### src/decode_pkg.sv
`default_nettype none

package decode_pkg;

	// ------------------------------
	// widths and fixed values
	// ------------------------------

	localparam int unsigned W_ADDR    = 32;
	localparam int unsigned W_DATA    = 32;
	localparam int unsigned W_REGADDR = 5;

	localparam logic [W_ADDR-1:0] RESET_VECTOR = 32'h0000_0040;

	// only 32-bit instructions exist here, so the PC always steps by a word
	localparam logic [W_ADDR-1:0] INSTR_BYTES = 32'd4;

	localparam logic [W_REGADDR-1:0] REG_ZERO = '0;

	// ------------------------------
	// encodings
	// ------------------------------

	// major opcode, taken from instruction bits 6:2
	typedef enum logic [4:0] {
		OPC_LOAD     = 5'b00000,
		OPC_MISC_MEM = 5'b00011,
		OPC_OP_IMM   = 5'b00100,
		OPC_AUIPC    = 5'b00101,
		OPC_STORE    = 5'b01000,
		OPC_OP       = 5'b01100,
		OPC_LUI      = 5'b01101,
		OPC_BRANCH   = 5'b11000,
		OPC_JALR     = 5'b11001,
		OPC_JAL      = 5'b11011
	} opcode_e;

	typedef enum logic [3:0] {
		ALUOP_ADD,
		ALUOP_SUB,
		ALUOP_SLL,
		ALUOP_LT,
		ALUOP_LTU,
		ALUOP_XOR,
		ALUOP_SRL,
		ALUOP_SRA,
		ALUOP_OR,
		ALUOP_AND,
		ALUOP_RS2
	} aluop_e;

	typedef enum logic {ALUSRCA_RS1, ALUSRCA_PC} alusrc_a_e;
	typedef enum logic {ALUSRCB_RS2, ALUSRCB_IMM} alusrc_b_e;

	typedef enum logic [3:0] {
		MEMOP_NONE,
		MEMOP_LB,
		MEMOP_LH,
		MEMOP_LW,
		MEMOP_LBU,
		MEMOP_LHU,
		MEMOP_SB,
		MEMOP_SH,
		MEMOP_SW
	} memop_e;

	// branch is taken when the ALU result matches the condition
	typedef enum logic [1:0] {BCOND_NEVER, BCOND_ZERO, BCOND_NZERO, BCOND_ALWAYS} bcond_e;

	typedef enum logic [1:0] {EXCEPT_NONE, EXCEPT_INSTR_ILLEGAL, EXCEPT_INSTR_FAULT} except_e;

	typedef enum logic {LOCK_IDLE, LOCK_HELD} lock_state_e;

	// ------------------------------
	// bundles
	// ------------------------------

	// vld counts valid halfwords from the bottom, err flags a bus error per halfword
	typedef struct packed {
		logic [W_DATA-1:0] cir;
		logic [1:0]        vld;
		logic [1:0]        err;
	} fetch_t;

	typedef struct packed {
		logic [W_REGADDR-1:0] rs1;
		logic [W_REGADDR-1:0] rs2;
		logic [W_REGADDR-1:0] rd;
		logic [W_DATA-1:0]    imm;
		alusrc_a_e            alusrc_a;
		alusrc_b_e            alusrc_b;
		aluop_e               aluop;
		memop_e               memop;
		bcond_e               branchcond;
		logic [W_ADDR-1:0]    addr_offs;
		logic                 addr_is_regoffs;
		except_e              except;
	} d_ctrl_t;

endpackage

`default_nettype wire

### src/instr_decoder.sv
`timescale 1ns/1ns
`default_nettype none

module instr_decoder
	import decode_pkg::*;
(
	input  wire [W_DATA-1:0] cir_i,
	output d_ctrl_t          raw_ctrl_o,
	output logic             illegal_o
);

	opcode_e           opcode;
	logic [2:0]        funct3;
	logic [6:0]        funct7;
	logic [W_DATA-1:0] imm_i;
	logic [W_DATA-1:0] imm_s;
	logic [W_DATA-1:0] imm_b;
	logic [W_DATA-1:0] imm_u;
	logic [W_DATA-1:0] imm_j;
	logic [W_ADDR-1:0] addr_offs;
	d_ctrl_t           raw;

	assign opcode = opcode_e'(cir_i[6:2]);
	assign funct3 = cir_i[14:12];
	assign funct7 = cir_i[31:25];

	// ------------------------------
	// immediate formats
	// ------------------------------

	assign imm_i = {{21{cir_i[31]}}, cir_i[30:20]};
	assign imm_s = {{21{cir_i[31]}}, cir_i[30:25], cir_i[11:7]};
	assign imm_b = {{20{cir_i[31]}}, cir_i[7], cir_i[30:25], cir_i[11:8], 1'b0};
	assign imm_u = {cir_i[31:12], 12'h000};
	assign imm_j = {{12{cir_i[31]}}, cir_i[19:12], cir_i[20], cir_i[30:21], 1'b0};

	// the offset added to the address base in execute, per format
	always_comb begin
		case (opcode)
			OPC_JAL:    addr_offs = imm_j;
			OPC_BRANCH: addr_offs = imm_b;
			OPC_STORE:  addr_offs = imm_s;
			OPC_JALR:   addr_offs = imm_i;
			OPC_LOAD:   addr_offs = imm_i;
			default:    addr_offs = '0;
		endcase
	end

	// alt selects SUB over ADD and SRA over SRL
	function automatic aluop_e alu_from_funct3(input logic [2:0] f3, input logic alt);
		case (f3)
			3'b000:  alu_from_funct3 = alt ? ALUOP_SUB : ALUOP_ADD;
			3'b001:  alu_from_funct3 = ALUOP_SLL;
			3'b010:  alu_from_funct3 = ALUOP_LT;
			3'b011:  alu_from_funct3 = ALUOP_LTU;
			3'b100:  alu_from_funct3 = ALUOP_XOR;
			3'b101:  alu_from_funct3 = alt ? ALUOP_SRA : ALUOP_SRL;
			3'b110:  alu_from_funct3 = ALUOP_OR;
			default: alu_from_funct3 = ALUOP_AND;
		endcase
	endfunction

	// ------------------------------
	// control decode
	// ------------------------------

	always_comb begin
		raw.rs1             = cir_i[19:15];
		raw.rs2             = cir_i[24:20];
		raw.rd              = cir_i[11:7];
		raw.imm             = imm_i;
		raw.alusrc_a        = ALUSRCA_RS1;
		raw.alusrc_b        = ALUSRCB_RS2;
		raw.aluop           = ALUOP_ADD;
		raw.memop           = MEMOP_NONE;
		raw.branchcond      = BCOND_NEVER;
		raw.addr_offs       = addr_offs;
		raw.addr_is_regoffs = 1'b0;
		raw.except          = EXCEPT_NONE;
		illegal_o           = 1'b0;

		case (opcode)
			OPC_LOAD: begin
				raw.rs2             = REG_ZERO;
				raw.addr_is_regoffs = 1'b1;
				case (funct3)
					3'b000:  raw.memop = MEMOP_LB;
					3'b001:  raw.memop = MEMOP_LH;
					3'b010:  raw.memop = MEMOP_LW;
					3'b100:  raw.memop = MEMOP_LBU;
					3'b101:  raw.memop = MEMOP_LHU;
					default: illegal_o = 1'b1;
				endcase
			end
			OPC_STORE: begin
				// store data passes through the ALU from rs2
				raw.rd              = REG_ZERO;
				raw.aluop           = ALUOP_RS2;
				raw.addr_is_regoffs = 1'b1;
				case (funct3)
					3'b000:  raw.memop = MEMOP_SB;
					3'b001:  raw.memop = MEMOP_SH;
					3'b010:  raw.memop = MEMOP_SW;
					default: illegal_o = 1'b1;
				endcase
			end
			OPC_BRANCH: begin
				raw.rd = REG_ZERO;
				// funct3[2] picks a compare over equality, funct3[1] makes it unsigned
				raw.aluop = !funct3[2] ? ALUOP_SUB : (funct3[1] ? ALUOP_LTU : ALUOP_LT);
				// the sense inverts when exactly one of funct3[2] and funct3[0] is set
				raw.branchcond = (funct3[2] ^ funct3[0]) ? BCOND_NZERO : BCOND_ZERO;
				illegal_o      = funct3[2:1] == 2'b01;
			end
			OPC_JALR: begin
				// the ALU forms the link address while the adder forms the target
				raw.rs2             = REG_ZERO;
				raw.imm             = INSTR_BYTES;
				raw.alusrc_a        = ALUSRCA_PC;
				raw.alusrc_b        = ALUSRCB_IMM;
				raw.branchcond      = BCOND_ALWAYS;
				raw.addr_is_regoffs = 1'b1;
				illegal_o           = funct3 != 3'b000;
			end
			OPC_JAL: begin
				raw.rs1        = REG_ZERO;
				raw.rs2        = REG_ZERO;
				raw.imm        = INSTR_BYTES;
				raw.alusrc_a   = ALUSRCA_PC;
				raw.alusrc_b   = ALUSRCB_IMM;
				raw.branchcond = BCOND_ALWAYS;
			end
			OPC_OP_IMM: begin
				raw.rs2      = REG_ZERO;
				raw.alusrc_b = ALUSRCB_IMM;
				raw.aluop    = alu_from_funct3(funct3, funct3 == 3'b101 && cir_i[30]);
				// shift amounts use only imm[4:0], the bits above act as funct7
				if (funct3 == 3'b001) begin
					illegal_o = funct7 != 7'b0000000;
				end else if (funct3 == 3'b101) begin
					illegal_o = funct7 != 7'b0000000 && funct7 != 7'b0100000;
				end
			end
			OPC_OP: begin
				raw.aluop = alu_from_funct3(funct3, cir_i[30]);
				if (funct7 == 7'b0100000) begin
					illegal_o = funct3 != 3'b000 && funct3 != 3'b101;
				end else begin
					illegal_o = funct7 != 7'b0000000;
				end
			end
			OPC_LUI: begin
				raw.rs1      = REG_ZERO;
				raw.rs2      = REG_ZERO;
				raw.imm      = imm_u;
				raw.alusrc_b = ALUSRCB_IMM;
				raw.aluop    = ALUOP_RS2;
			end
			OPC_AUIPC: begin
				raw.rs1      = REG_ZERO;
				raw.rs2      = REG_ZERO;
				raw.imm      = imm_u;
				raw.alusrc_a = ALUSRCA_PC;
				raw.alusrc_b = ALUSRCB_IMM;
			end
			OPC_MISC_MEM: begin
				// FENCE has nothing to order in this core and retires as a no-op
				raw.rs1   = REG_ZERO;
				raw.rs2   = REG_ZERO;
				raw.rd    = REG_ZERO;
				illegal_o = funct3 != 3'b000;
			end
			default: begin
				illegal_o = 1'b1;
			end
		endcase

		// no compressed support, so anything without 11 in the low bits is rejected
		if (cir_i[1:0] != 2'b11) begin
			illegal_o = 1'b1;
		end
	end

	assign raw_ctrl_o = raw;

endmodule

`default_nettype wire

### src/decode_gate.sv
`timescale 1ns/1ns
`default_nettype none

module decode_gate
	import decode_pkg::*;
(
	input  wire d_ctrl_t raw_ctrl_i,
	input  wire          illegal_i,
	input  wire          starved_i,
	input  wire          bus_fault_i,
	input  wire          lock_held_i,
	output d_ctrl_t      ctrl_o
);

	always_comb begin
		ctrl_o = raw_ctrl_i;

		// anything that cannot issue becomes a bubble with no side effects
		if (illegal_i || starved_i || bus_fault_i) begin
			ctrl_o.rs1             = REG_ZERO;
			ctrl_o.rs2             = REG_ZERO;
			ctrl_o.rd              = REG_ZERO;
			ctrl_o.memop           = MEMOP_NONE;
			ctrl_o.branchcond      = BCOND_NEVER;
			ctrl_o.addr_is_regoffs = 1'b1;
			ctrl_o.aluop           = ALUOP_ADD;

			// a fetch error wins, since the bits it came with are not trustworthy
			if (bus_fault_i) begin
				ctrl_o.except = EXCEPT_INSTR_FAULT;
			end else if (illegal_i && !starved_i) begin
				ctrl_o.except = EXCEPT_INSTR_ILLEGAL;
			end else begin
				ctrl_o.except = EXCEPT_NONE;
			end
		end

		// the locked jump has already redirected fetch once
		if (lock_held_i) begin
			ctrl_o.branchcond = BCOND_NEVER;
		end
	end

endmodule

`default_nettype wire

### src/cir_ctrl.sv
`timescale 1ns/1ns
`default_nettype none

module cir_ctrl
	import decode_pkg::*;
(
	input  wire       clk,
	input  wire       rst_n,
	input  wire [1:0] fetch_vld_i,
	input  wire [1:0] fetch_err_i,
	input  wire       x_stall_i,
	input  wire       jump_now_i,
	input  wire       jump_not_except_i,
	output logic      starved_o,
	output logic      stall_o,
	output logic      bus_fault_o,
	output logic [1:0] cir_use_o,
	output logic      flush_behind_o,
	output logic      lock_assert_o,
	output logic      lock_release_o,
	output logic      lock_active_o,
	output logic      lock_held_o
);

	lock_state_e lock_state;
	lock_state_e lock_state_next;

	// ------------------------------
	// consume and fault
	// ------------------------------

	assign starved_o = fetch_vld_i < 2'd2;
	assign stall_o   = x_stall_i || starved_o;
	assign cir_use_o = stall_o ? 2'd0 : 2'd2;

	// an error only counts on a halfword that fetch actually delivered
	assign bus_fault_o = (fetch_vld_i >= 2'd1 && fetch_err_i[0]) ||
		(fetch_vld_i == 2'd2 && fetch_err_i[1]);

	// ------------------------------
	// stalled jump lock
	// ------------------------------

	// a jump from the instruction in decode while stalled cannot be held back,
	// so fetch keeps this instruction and refills behind it until the stall clears
	assign lock_held_o    = lock_state == LOCK_HELD;
	assign lock_assert_o  = jump_now_i && jump_not_except_i && stall_o;
	assign lock_active_o  = (lock_held_o && stall_o) || lock_assert_o;
	assign lock_release_o = lock_held_o && !stall_o;
	assign flush_behind_o = lock_assert_o && !lock_held_o;

	assign lock_state_next = lock_active_o ? LOCK_HELD : LOCK_IDLE;

	always_ff @(posedge clk or negedge rst_n) begin
		if (!rst_n) begin
			lock_state <= LOCK_IDLE;
		end else begin
			lock_state <= lock_state_next;
		end
	end

endmodule

`default_nettype wire

### src/pc_reg.sv
`timescale 1ns/1ns
`default_nettype none

module pc_reg
	import decode_pkg::*;
(
	input  wire              clk,
	input  wire              rst_n,
	input  wire              jump_now_i,
	input  wire [W_ADDR-1:0] jump_target_i,
	input  wire              lock_assert_i,
	input  wire              lock_release_i,
	input  wire              lock_active_i,
	input  wire              stall_i,
	output logic [W_ADDR-1:0] pc_o
);

	logic [W_ADDR-1:0] pc_seq_next;

	assign pc_seq_next = pc_o + INSTR_BYTES;

	// a locked jump keeps the old PC for its link value and takes the target on release
	always_ff @(posedge clk or negedge rst_n) begin
		if (!rst_n) begin
			pc_o <= RESET_VECTOR;
		end else if ((jump_now_i && !lock_assert_i) || lock_release_i) begin
			pc_o <= jump_target_i;
		end else if (!stall_i && !lock_active_i) begin
			pc_o <= pc_seq_next;
		end
	end

endmodule

`default_nettype wire

### src/decode_stage.sv
`timescale 1ns/1ns
`default_nettype none

module decode_stage
	import decode_pkg::*;
(
	input  wire               clk,
	input  wire               rst_n,
	input  wire fetch_t       fetch_i,
	input  wire               x_stall_i,
	input  wire               jump_now_i,
	input  wire [W_ADDR-1:0]  jump_target_i,
	input  wire               jump_not_except_i,
	output logic [1:0]        cir_use_o,
	output logic              flush_behind_o,
	output logic [W_ADDR-1:0] pc_o,
	output d_ctrl_t           ctrl_o
);

	logic    starved;
	logic    stall;
	logic    bus_fault;
	logic    lock_assert;
	logic    lock_release;
	logic    lock_active;
	logic    lock_held;
	d_ctrl_t raw_ctrl;
	logic    illegal;

	// ------------------------------
	// instruction path
	// ------------------------------

	instr_decoder i_instr_decoder (
		.cir_i      (fetch_i.cir),
		.raw_ctrl_o (raw_ctrl),
		.illegal_o  (illegal)
	);

	decode_gate i_decode_gate (
		.raw_ctrl_i  (raw_ctrl),
		.illegal_i   (illegal),
		.starved_i   (starved),
		.bus_fault_i (bus_fault),
		.lock_held_i (lock_held),
		.ctrl_o      (ctrl_o)
	);

	// ------------------------------
	// flow control and PC
	// ------------------------------

	cir_ctrl i_cir_ctrl (
		.clk               (clk),
		.rst_n             (rst_n),
		.fetch_vld_i       (fetch_i.vld),
		.fetch_err_i       (fetch_i.err),
		.x_stall_i         (x_stall_i),
		.jump_now_i        (jump_now_i),
		.jump_not_except_i (jump_not_except_i),
		.starved_o         (starved),
		.stall_o           (stall),
		.bus_fault_o       (bus_fault),
		.cir_use_o         (cir_use_o),
		.flush_behind_o    (flush_behind_o),
		.lock_assert_o     (lock_assert),
		.lock_release_o    (lock_release),
		.lock_active_o     (lock_active),
		.lock_held_o       (lock_held)
	);

	pc_reg i_pc_reg (
		.clk            (clk),
		.rst_n          (rst_n),
		.jump_now_i     (jump_now_i),
		.jump_target_i  (jump_target_i),
		.lock_assert_i  (lock_assert),
		.lock_release_i (lock_release),
		.lock_active_i  (lock_active),
		.stall_i        (stall),
		.pc_o           (pc_o)
	);

endmodule

`default_nettype wire

### config.mk
export PLATFORM = sky130hd
export DESIGN_NAME = decode_stage
export DESIGN_NICKNAME = d
export VERILOG_FILES = /design/src/decode_pkg.sv /design/src/instr_decoder.sv /design/src/decode_gate.sv /design/src/cir_ctrl.sv /design/src/pc_reg.sv /design/src/decode_stage.sv
export SDC_FILE = /design/constraint.sdc
export NUM_CORES = 1
export LEC_CHECK = 0
export BUFFER_PORTS_ARGS = -buffer_cell sky130_fd_sc_hd__buf_2
export CORE_MARGIN = 2
export CORE_UTILIZATION = 30
export DETAILED_ROUTE_END_ITERATION = 10
export GPL_TIMING_DRIVEN = 0
export SLEW_MARGIN = 5
export SYNTH_ARGS = -nofsm -noshare
export SYNTH_HDL_FRONTEND = slang
export SYNTH_SLANG_ARGS = --single-unit
export TNS_END_PERCENT = 30
### constraint.sdc
create_clock -name clk -period 6.25 [get_ports clk]
set_input_delay 0.3125 -clock clk [delete_from_list [all_inputs] [get_ports clk]]
set_output_delay 0.3125 -clock clk [all_outputs]
set_load 0.05 [all_outputs]
==> results of run 1 <==
-- cells by family after synthesis --
group                      share of synthesized area, %
buffers and inverters                              8.67
DFF                                                23.8
other                                             0.108
adders and majority gates                         0.360
xor gates and xnor gates                           1.26
AOI/OAI and AO/OA                                  27.9
and+or+nand+nor                                    36.1
muxes                                              1.83
-- cell usage in the layout, fill, tap and decap left out, drive strengths merged, types with 3 or more instances in the layout --
master     n
a21o      11
a21oi     38
a221oi     3
a22o       4
a22oi      5
a2bb2oi    5
a311o      4
a311oi     4
a31oi      6
and2      16
and3       6
buf      218
clkbuf    34
dfrtp     32
diode      4
inv       17
mux2       3
mux2i      3
nand2     75
nand2b     6
nand3     21
nand4      8
nor2      28
nor3      40
nor3b      3
nor4      22
o21ai     24
o22ai     10
o2bb2ai    7
or3        5
xor2       3
-- where the power goes --
part	leakage (nW)	total [W]	switching, W	internal [W]
sequential	0.379	0.000337	0.0000733	0.000264
clock	0.0799	0.000260	0.0000916	0.000169
combinational	1.89	0.000630	0.000469	0.000161
-- per-stage QoR --
stage	std cells	setup WS (ps)	hold WS, ps
6_report	849	3310	116
2_1_floorplan	497	2930	16.9
3_5_place_dp	837	3300	442
4_1_cts	845	3290	149
5_1_grt	849	3150	179
3_3_place_gp	837	3320	445
-- worst min-delay path by stage --
stage	from	endpoint	cells past startpoint
2_1_floorplan	rst_n	i_cir_ctrl.lock_held_o$_DFF_PN0_	0
3_3_place_gp	rst_n	i_pc_reg.pc_o[27]$_DFFE_PN0P_	1
3_5_place_dp	rst_n	i_pc_reg.pc_o[27]$_DFFE_PN0P_	1
4_1_cts	rst_n	i_pc_reg.pc_o[27]$_DFFE_PN0P_	1
5_1_grt	rst_n	i_pc_reg.pc_o[27]$_DFFE_PN0P_	1
6_report	rst_n	i_pc_reg.pc_o[27]$_DFFE_PN0P_	1
-- layer usage --
metal | wire length (microns) | up-vias | global-route usage, %
li1 | - | 2243 | -
met1 | 6080 | 2243 | 29.3
met2 | 7570 | 288 | 41.1
met3 | 1450 | 48 | 4.46
met4 | 706 | 0 | 11.9
met5 | 0 | - | 0
-- worst max-delay path, delay by kind of cell --
| kind | cells | cell delay, ps |
|---|---|---|
| simple gates | 3 | 720 |
| buf+inv | 4 | 1160 |
| compound gates | 2 | 440 |
-- flip-flops by register name (all words and copies together), names as in the netlist --
signal / cells
i_cir_ctrl.lock_held_o: 1
i_pc_reg.pc_o: 32
-- final cells by class --
| cell class | instances | area share [%] |
|---|---|---|
| timing repair buffer | 197 | 20.5 |
| tap | 143 | 3.72 |
| clock inverter | 1 | 0.104 |
| multi-input combinational | 398 | 48.9 |
| sequential | 33 | 17.2 |
| buffer | 48 | 4.86 |
| inverter | 18 | 1.40 |
| clock buffer | 7 | 3.17 |
| antenna | 4 | 0.208 |
==> flow_summary.json, run 1 <==
{
  "skew_ps": 4.74,
  "via_count": 4822,
  "r2r_end": "i_pc_reg.pc_o[30]$_DFFE_PN0P_",
  "cp_cell_sequence": "buf_2, or2_0, clkbuf_1, nor2_2, o21ai_1, o2111ai_2, clkbuf_1, nor4_1, buf_2",
  "ctsResizeCount": 0,
  "hold_buffers": 0,
  "ys_ff_latch": 33,
  "cp-start-kind": "primary input",
  "dr.pass1.iters": 7,
  "cp.required_ps": 5940,
  "cts_inserted_buffers": 5,
  "grt_max_degree": 34,
  "crit_start": "fetch_i[6]",
  "status": "completed",
  "initial_core_util_pct": 30.6,
  "cap_viol_max_count": 0,
  "drt-initial-drc-count": 543,
  "setup_viol": 0,
  "min_period_ps": 2940,
  "gp_congestion": 0.954,
  "core_area_sq_um": 11400,
  "r2r-start": "i_pc_reg.pc_o[15]$_DFFE_PN0P_",
  "die_h_microns": 112,
  "drc": 0,
  "ioPinCount": 202,
  "fin_util_pct": 42.3,
  "synthTopCellsByCount": "nand2_1 (75), nor3_1 (40), a21oi_1 (38)",
  "fin_area_sq_um": 4810,
  "crit_slowest_cell": "nor4_1",
  "worstSetupPathType": "primary input to output pin",
  "grt_usage_pct": 24.2,
  "overflow": 0,
  "fill_cells": 1228,
  "hold_viol": 0,
  "ctsHtreeMaxLevel": 2,
  "r2r_slack_ps": 3850,
  "yosysTopAreaCellShare_pct": 23.0,
  "synth.distinct_cells": 71,
  "synth.most_common_cell": "nand2_1",
  "numPortBuffers": 197,
  "antenna_found_initial": 4,
  "rsz0062_at_grt": "no",
  "clk_latency_ps": 280,
  "drt_wl_total_microns": 15800,
  "dp_hpwl_microns": 12500,
  "cp.arrival_ps": 2630,
  "ir_worst_vdd_v": 0.000186,
  "final_antenna_net_count": 0,
  "p_total_w": 0.00123,
  "tightest_slew_ps": 934,
  "ys_seq_area_share_pct": 23.8,
  "syn_to_final_growth_pct": 38.3,
  "p_leak_nw": 2.35,
  "first_global_vias": 4505,
  "cts.clk_slew.worst_paths_ps": 60,
  "synth_largest_area_cell": "dfrtp_1",
  "wl_per_cell_microns": 18.6,
  "die_area_sq_um": 12500,
  "power_density_nw_per_um2": 255,
  "cts.root.buffer_cell": "clkbuf_16",
  "cp-end-kind": "output pin",
  "synth_area_sq_um": 3480,
  "clock_path_buffers": 2,
  "period_share_pct": 47.1,
  "hp-class": "primary input to asynchronous set/reset pin",
  "die_x_microns": 112,
  "core.rowCount": 39,
  "clock_sinks": 33,
  "synth_flop_cell": "dfrtp_1",
  "critPathMaxStageDelay_ps": 450,
  "relSlewSlack_pct": 37.8,
  "fin_tns_setup_ps": 0,
  "postSynthAreaPerCell_sq_um": 7.00,
  "grt_pass1_wl_microns": 24300,
  "yosys_warnings": 0,
  "ys_top_cells_by_area": "dfrtp_1 (23%), nand2_1 (8.1%), nor3_1 (5.8%), a21oi_1 (5.5%), nor4_1 (3.6%)",
  "synth_edf_count": 0,
  "syn_nets": 571,
  "postCtsSetupRepairBufs": 0,
  "crit_fanout": 10,
  "cts_tree": "done",
  "syn_inst": 497,
  "async_reset_ff_share_pct": 100,
  "reg2reg_depth": 5,
  "vias_per_cell": 5.68,
  "dpl_cell_area_sq_um": 4640,
  "drive_gt1_share_pct": 34.3,
  "crit_path_end": "ctrl_o[35]",
  "finalMaxSlewViolations": 0,
  "multi_input_area_sq_um": 2350,
  "area.sequential_sq_um": 827,
  "nNetsFinal": 775,
  "fmax_ghz": 0.340
}
Note: power is estimated with default switching activity, not from simulation.
==> run 2, diff against run 1 <==
clock period = 2.7 ns   (was 6.25 ns; I/O delays follow)
==> run 2 against run 1 <==
  * Final cell count grew 0.12%
  * Clock power grew 130%
  * Critical path type unchanged
  * Sequential share of layout area shrank 0.076 points
  * Critical endpoint unchanged
  * Clock skew is essentially flat
==> flow_summary.json, run 2 (synthesis gave the netlist of run 1 again) <==
{
  "status": "completed",
  "dr.max_layer_used": "met4",
  "min_period_ps": 2580,
  "hold_path.startpoint": "jump_target_i[0]",
  "cts_tree": "done",
  "reg2reg_depth": 5,
  "drive_gt1_share_pct": 34.7,
  "first_global_vias": 4528,
  "r2r_slack_ps": 300,
  "dp_hpwl_microns": 12500,
  "r2r-start": "i_pc_reg.pc_o[15]$_DFFE_PN0P_",
  "hp-class": "primary input to flip-flop",
  "drt_wl_total_microns": 16000,
  "hold_viol": 0,
  "largest_reg_flops": 32,
  "clock_path_buffers": 2,
  "fill_cells": 1227,
  "drc": 0,
  "overflow": 0,
  "setup_viol": 0,
  "r2r_end": "i_pc_reg.pc_o[30]$_DFFE_PN0P_",
  "wl_met3_microns": 1480,
  "min_to": "i_pc_reg.pc_o[0]$_DFFE_PN0P_",
  "finalMaxSlewViolations": 0,
  "grt_usage_pct": 24.2,
  "syn_to_final_growth_pct": 38.9,
  "rsz0062_at_grt": "no",
  "cap_viol_max_count": 0,
  "core_area_sq_um": 11400,
  "final_antenna_net_count": 0,
  "die_x_microns": 112,
  "postCtsSetupRepairBufs": 0,
  "layout_commonest_cell": "buf_2",
  "layout_common_cells": "buf_2 (204), nand2_1 (75), nor3_1 (40)",
  "cts.root.buffer_cell": "clkbuf_16",
  "dpl_cell_area_sq_um": 4640,
  "clock_sinks": 33,
  "area.sequential_sq_um": 827,
  "clk_latency_ps": 280,
  "top_register": "i_pc_reg.pc_o",
  "p_total_w": 0.00285,
  "fin_area_sq_um": 4830,
  "core.rowCount": 39,
  "ctsHtreeMaxLevel": 2,
  "multi_input_area_sq_um": 2360,
  "fmax_ghz": 0.388,
  "nNetsFinal": 776,
  "die_h_microns": 112,
  "power_density_nw_per_um2": 590,
  "period_share_pct": 95.6,
  "worstSetupPathType": "primary input to output pin",
  "grt_max_degree": 34,
  "cp-end-kind": "output pin",
  "dr_wl_met2_microns": 7570,
  "wl_per_cell_microns": 18.8,
  "fin_tns_setup_ps": 0,
  "tightest_slew_ps": 828,
  "ir_worst_vdd_v": 0.000428,
  "dr.pass1.iters": 5,
  "ioPinCount": 202,
  "crit_fanout": 10,
  "skew_ps": 4.99,
  "p_leak_nw": 2.35,
  "grt_pass1_wl_microns": 24400,
  "cp.required_ps": 2570,
  "numPortBuffers": 197,
  "whs_path_depth": 2,
  "initial_core_util_pct": 30.6,
  "relSlewSlack_pct": 44.4,
  "drt-initial-drc-count": 479,
  "cp.arrival_ps": 2450,
  "cp-start-kind": "primary input",
  "antenna_found_initial": 4,
  "m1WireLength_microns": 6190,
  "die_area_sq_um": 12500,
  "cts_inserted_buffers": 5,
  "gp_congestion": 0.954,
  "vias_per_cell": 5.68,
  "cts.clk_slew.worst_paths_ps": 60,
  "via_count": 4831
}
-- run 2: cell count changes in the layout (fill, tap and decap cells not counted), sizes merged --
cell / previous run / this run
dlygate4sd3: 0 / 1
-- run 2: per-layer routing --
layer / up-vias / global-route usage (%)
li1: 2243 / -
met2: 312 / 41.3
met1: 2226 / 29.2
met4: 0 / 12.1
met3: 50 / 4.46
met5: - / 0
-- run 2: power by group --
part	switching (W)	internal (W)
registers	0.000171	0.000611
logic	0.00109	0.000375
clock network	0.000215	0.000390
total	0.00148	0.00138
-- run 2: worst max-delay path by stage --
| stage | from | end | slack [ps] | cells after the start |
|---|---|---|---|---|
| 2_1_floorplan | fetch_i[6] | ctrl_o[35] | -260 | 7 |
| 3_3_place_gp | fetch_i[10] | ctrl_o[35] | 130 | 9 |
| 3_5_place_dp | fetch_i[10] | ctrl_o[29] | 100 | 7 |
| 4_1_cts | fetch_i[10] | ctrl_o[29] | 100 | 7 |
| 5_1_grt | fetch_i[10] | ctrl_o[43] | 10 | 9 |
| 6_report | fetch_i[10] | ctrl_o[35] | 120 | 8 |
-- run 2: through the flow --
step / instances / setup slack [ps] / utilization (%) / hold slack, ps
after floorplan: 497 / -261 / - / -161
after CTS: 846 / 97.8 / 42.3 / 92.5
final: 850 / 120 / 42.5 / 87.6
after detailed placement: 837 / 102 / 40.8 / 264
after global routing: 850 / 12.9 / 42.5 / 87.7
after global placement: 837 / 128 / 40.8 / 268
-- run 2: cell type report --
type / instances / area share [%]
sequential: 33 / 17.1
clock buffer: 7 / 3.16
inverter: 18 / 1.40
buffer: 48 / 4.87
antenna: 4 / 0.207
clock inverter: 1 / 0.104
tap: 143 / 3.70
timing repair buffer: 198 / 20.6
multi-input combinational: 398 / 48.8
-- run 2: critical path: stages --
cell,delay (ps)
buf_2,160
clkbuf_1,390
nand3_1,180
a31oi_1,260
o32ai_2,260
buf_2,270
nor4_1,420
buf_2,350
-- run 2: repair_timing --
item                       CTS  global route
hold buffers                 1             0
setup endpoints to repair    0            18
gates resized for setup      0             4
hold endpoints to repair    32             0
==> run 3, diff against run 2 <==
ABC_CLOCK_PERIOD_IN_PS = 2700   (was not set)
SETUP_SLACK_MARGIN = 0.5   (was not set)
==> run 3 against run 2 <==
  * Die area is the same
  * Worst setup slack gained 300 ps
  * Final cell count grew 0.35%
  * Core utilization grew 2.2 points
  * Critical endpoint is now ctrl_o[42]
  * Non-clock buffer count grew 7
  * Via count shrank 1.0%
  * Hold slack gained 10 ps
==> flow_summary.json, run 3 (synthesis gave the netlist of run 1 again) <==
{
  "dr.pass1.iters": 5,
  "power_density_nw_per_um2": 583,
  "rsz0062_at_grt": "yes",
  "p_total_w": 0.00296,
  "sw_frac_of_total_pct": 50.6,
  "dp_hpwl_microns": 12000,
  "p_leak_nw": 2.43,
  "finalMaxSlewViolations": 0,
  "die_x_microns": 112,
  "top_register": "i_pc_reg.pc_o",
  "r2r_slack_ps": 450,
  "grt_max_degree": 34,
  "worstSetupPathType": "primary input to output pin",
  "final_antenna_net_count": 0,
  "die_h_microns": 112,
  "p_int_w": 0.00146,
  "core_area_sq_um": 11400,
  "cp.required_ps": 2570,
  "grt_pass1_wl_microns": 24300,
  "drc": 0,
  "hp-class": "primary input to flip-flop",
  "layout_common_cells": "buf_2 (194), nand2_1 (74), nor3_1 (39)",
  "overflow": 0,
  "cp_cell_sequence": "buf_2, inv_1, or3_1, a31oi_4, o32ai_4, buf_6, nor3_1, buf_2",
  "cp-start-kind": "primary input",
  "largest_reg_flops": 32,
  "fin_tns_setup_ps": 0,
  "clk_latency_ps": 280,
  "ctsHtreeMaxLevel": 2,
  "first_global_vias": 4555,
  "min_to": "i_pc_reg.pc_o[1]$_DFFE_PN0P_",
  "layout_commonest_cell": "buf_2",
  "setup_viol": 0,
  "fin_util_pct": 44.7,
  "hold_viol": 0,
  "antenna_found_initial": 0,
  "cts.clk_slew.worst_paths_ps": 50,
  "ioPinCount": 202,
  "vias_per_cell": 5.60,
  "crit_slowest_cell": "or3_1",
  "relSlewSlack_pct": 43.1,
  "core.rowCount": 39,
  "path_buf_inv": 4,
  "whs_path_depth": 2,
  "wl_met3_microns": 1110,
  "m1WireLength_microns": 6190,
  "critPathTopFamily": "buffers and inverters",
  "dpl_cell_area_sq_um": 4690,
  "drive_gt1_share_pct": 38.5,
  "grt_usage_pct": 23.8,
  "dr_wl_met2_microns": 7670,
  "cts_inserted_buffers": 5,
  "initial_core_util_pct": 30.6,
  "cp.arrival_ps": 2150,
  "tightest_slew_ps": 847,
  "cts_tree": "done",
  "syn_to_final_growth_pct": 46.1,
  "seqPwrFrac_pct": 26.5,
  "min_period_ps": 2280,
  "numPortBuffers": 197,
  "nNetsFinal": 783,
  "dr.max_layer_used": "met4",
  "fin_area_sq_um": 5080,
  "whs_ps": 97.8,
  "skew_ps": 7.42,
  "switchingPower_w": 0.00150,
  "wl_per_cell_microns": 18.1,
  "clock_sinks": 33,
  "cts.root.buffer_cell": "clkbuf_16",
  "fmax_ghz": 0.438,
  "drt_wl_total_microns": 15400,
  "r2r-start": "i_pc_reg.pc_o[8]$_DFFE_PN0P_",
  "clock_path_buffers": 2,
  "cap_viol_max_count": 0,
  "diodes": 0,
  "gp_congestion": 0.981,
  "period_share_pct": 84.6,
  "hold_path.startpoint": "jump_target_i[1]",
  "status": "completed",
  "reg2reg_depth": 4,
  "crit_fanout": 10,
  "ir_worst_vdd_v": 0.000432,
  "via_count": 4781,
  "r2r_end": "i_pc_reg.pc_o[23]$_DFFE_PN0P_",
  "pwr-share-comb_pct": 50.6,
  "drt-initial-drc-count": 473,
  "critPathMaxStageDelay_ps": 440,
  "clkPwrFrac_pct": 22.9,
  "timing.critical_path.mode_cell": "buf_2",
  "cp-end-kind": "output pin",
  "die_area_sq_um": 12500
}
## run 3: worst reg2reg max path, delay by kind of cell, from the launching register on
kind / cells / cell delay [ps]
flops: 1 / 500
simple gates: 3 / 1280
compound gates: 1 / 350
## run 3: metrics by stage
stage	std cells	setup WS, ps
final	853	416
after global routing	853	376
after CTS	850	392
after detailed placement	837	-6.94
after global placement	837	12.6
after floorplan	497	111
## run 3: worst max-delay path by stage
stage	startpoint	to	slack [ps]	cells past startpoint
after floorplan	fetch_i[17]	ctrl_o[37]	110	7
after global placement	fetch_i[10]	ctrl_o[42]	10	9
after detailed placement	fetch_i[10]	ctrl_o[42]	-7	9
after CTS	i_pc_reg.pc_o[8]$_DFFE_PN0P_	i_pc_reg.pc_o[30]$_DFFE_PN0P_	390	5
after global routing	fetch_i[6]	ctrl_o[42]	380	7
final	fetch_i[6]	ctrl_o[42]	420	8
## run 3: metal layers
layer,global-route usage [%],vias to the layer above
met4,9.30,0
li1,-,2256
met2,41.2,257
met3,3.48,30
met1,29.7,2238
met5,0,-
## run 3: final cells by class
cell class                      instances  area [sq um]
Fill cell                            1199          6280
Multi-Input combinational cell        398          2510
Timing Repair Buffer                  205          1070
Inverter                               18          67.6
Tap cell                              143           179
Buffer                                 48           251
Sequential cell                        33           827
Clock buffer                            7           143
Clock inverter                          1          30.0
## run 3: power groups by stage
stage / logic (W) / clock network, W / registers, W
floorplan: 0.000670 / 0 / 0.00114
global placement: 0.00144 / 0 / 0.000778
detailed placement: 0.00145 / 0 / 0.000786
CTS: 0.00148 / 0.000692 / 0.000778
global route: 0.00159 / 0.000711 / 0.000803
finish: 0.00150 / 0.000679 / 0.000784
## run 3: what timing repair did
action	CTS	global route
resized for setup	28	16
pin swaps	2	3
gates cloned	0	0
hold buffers	1	0
endpoints found under the hold margin	32	0
setup buffers	4	3
setup endpoints to repair	61	76
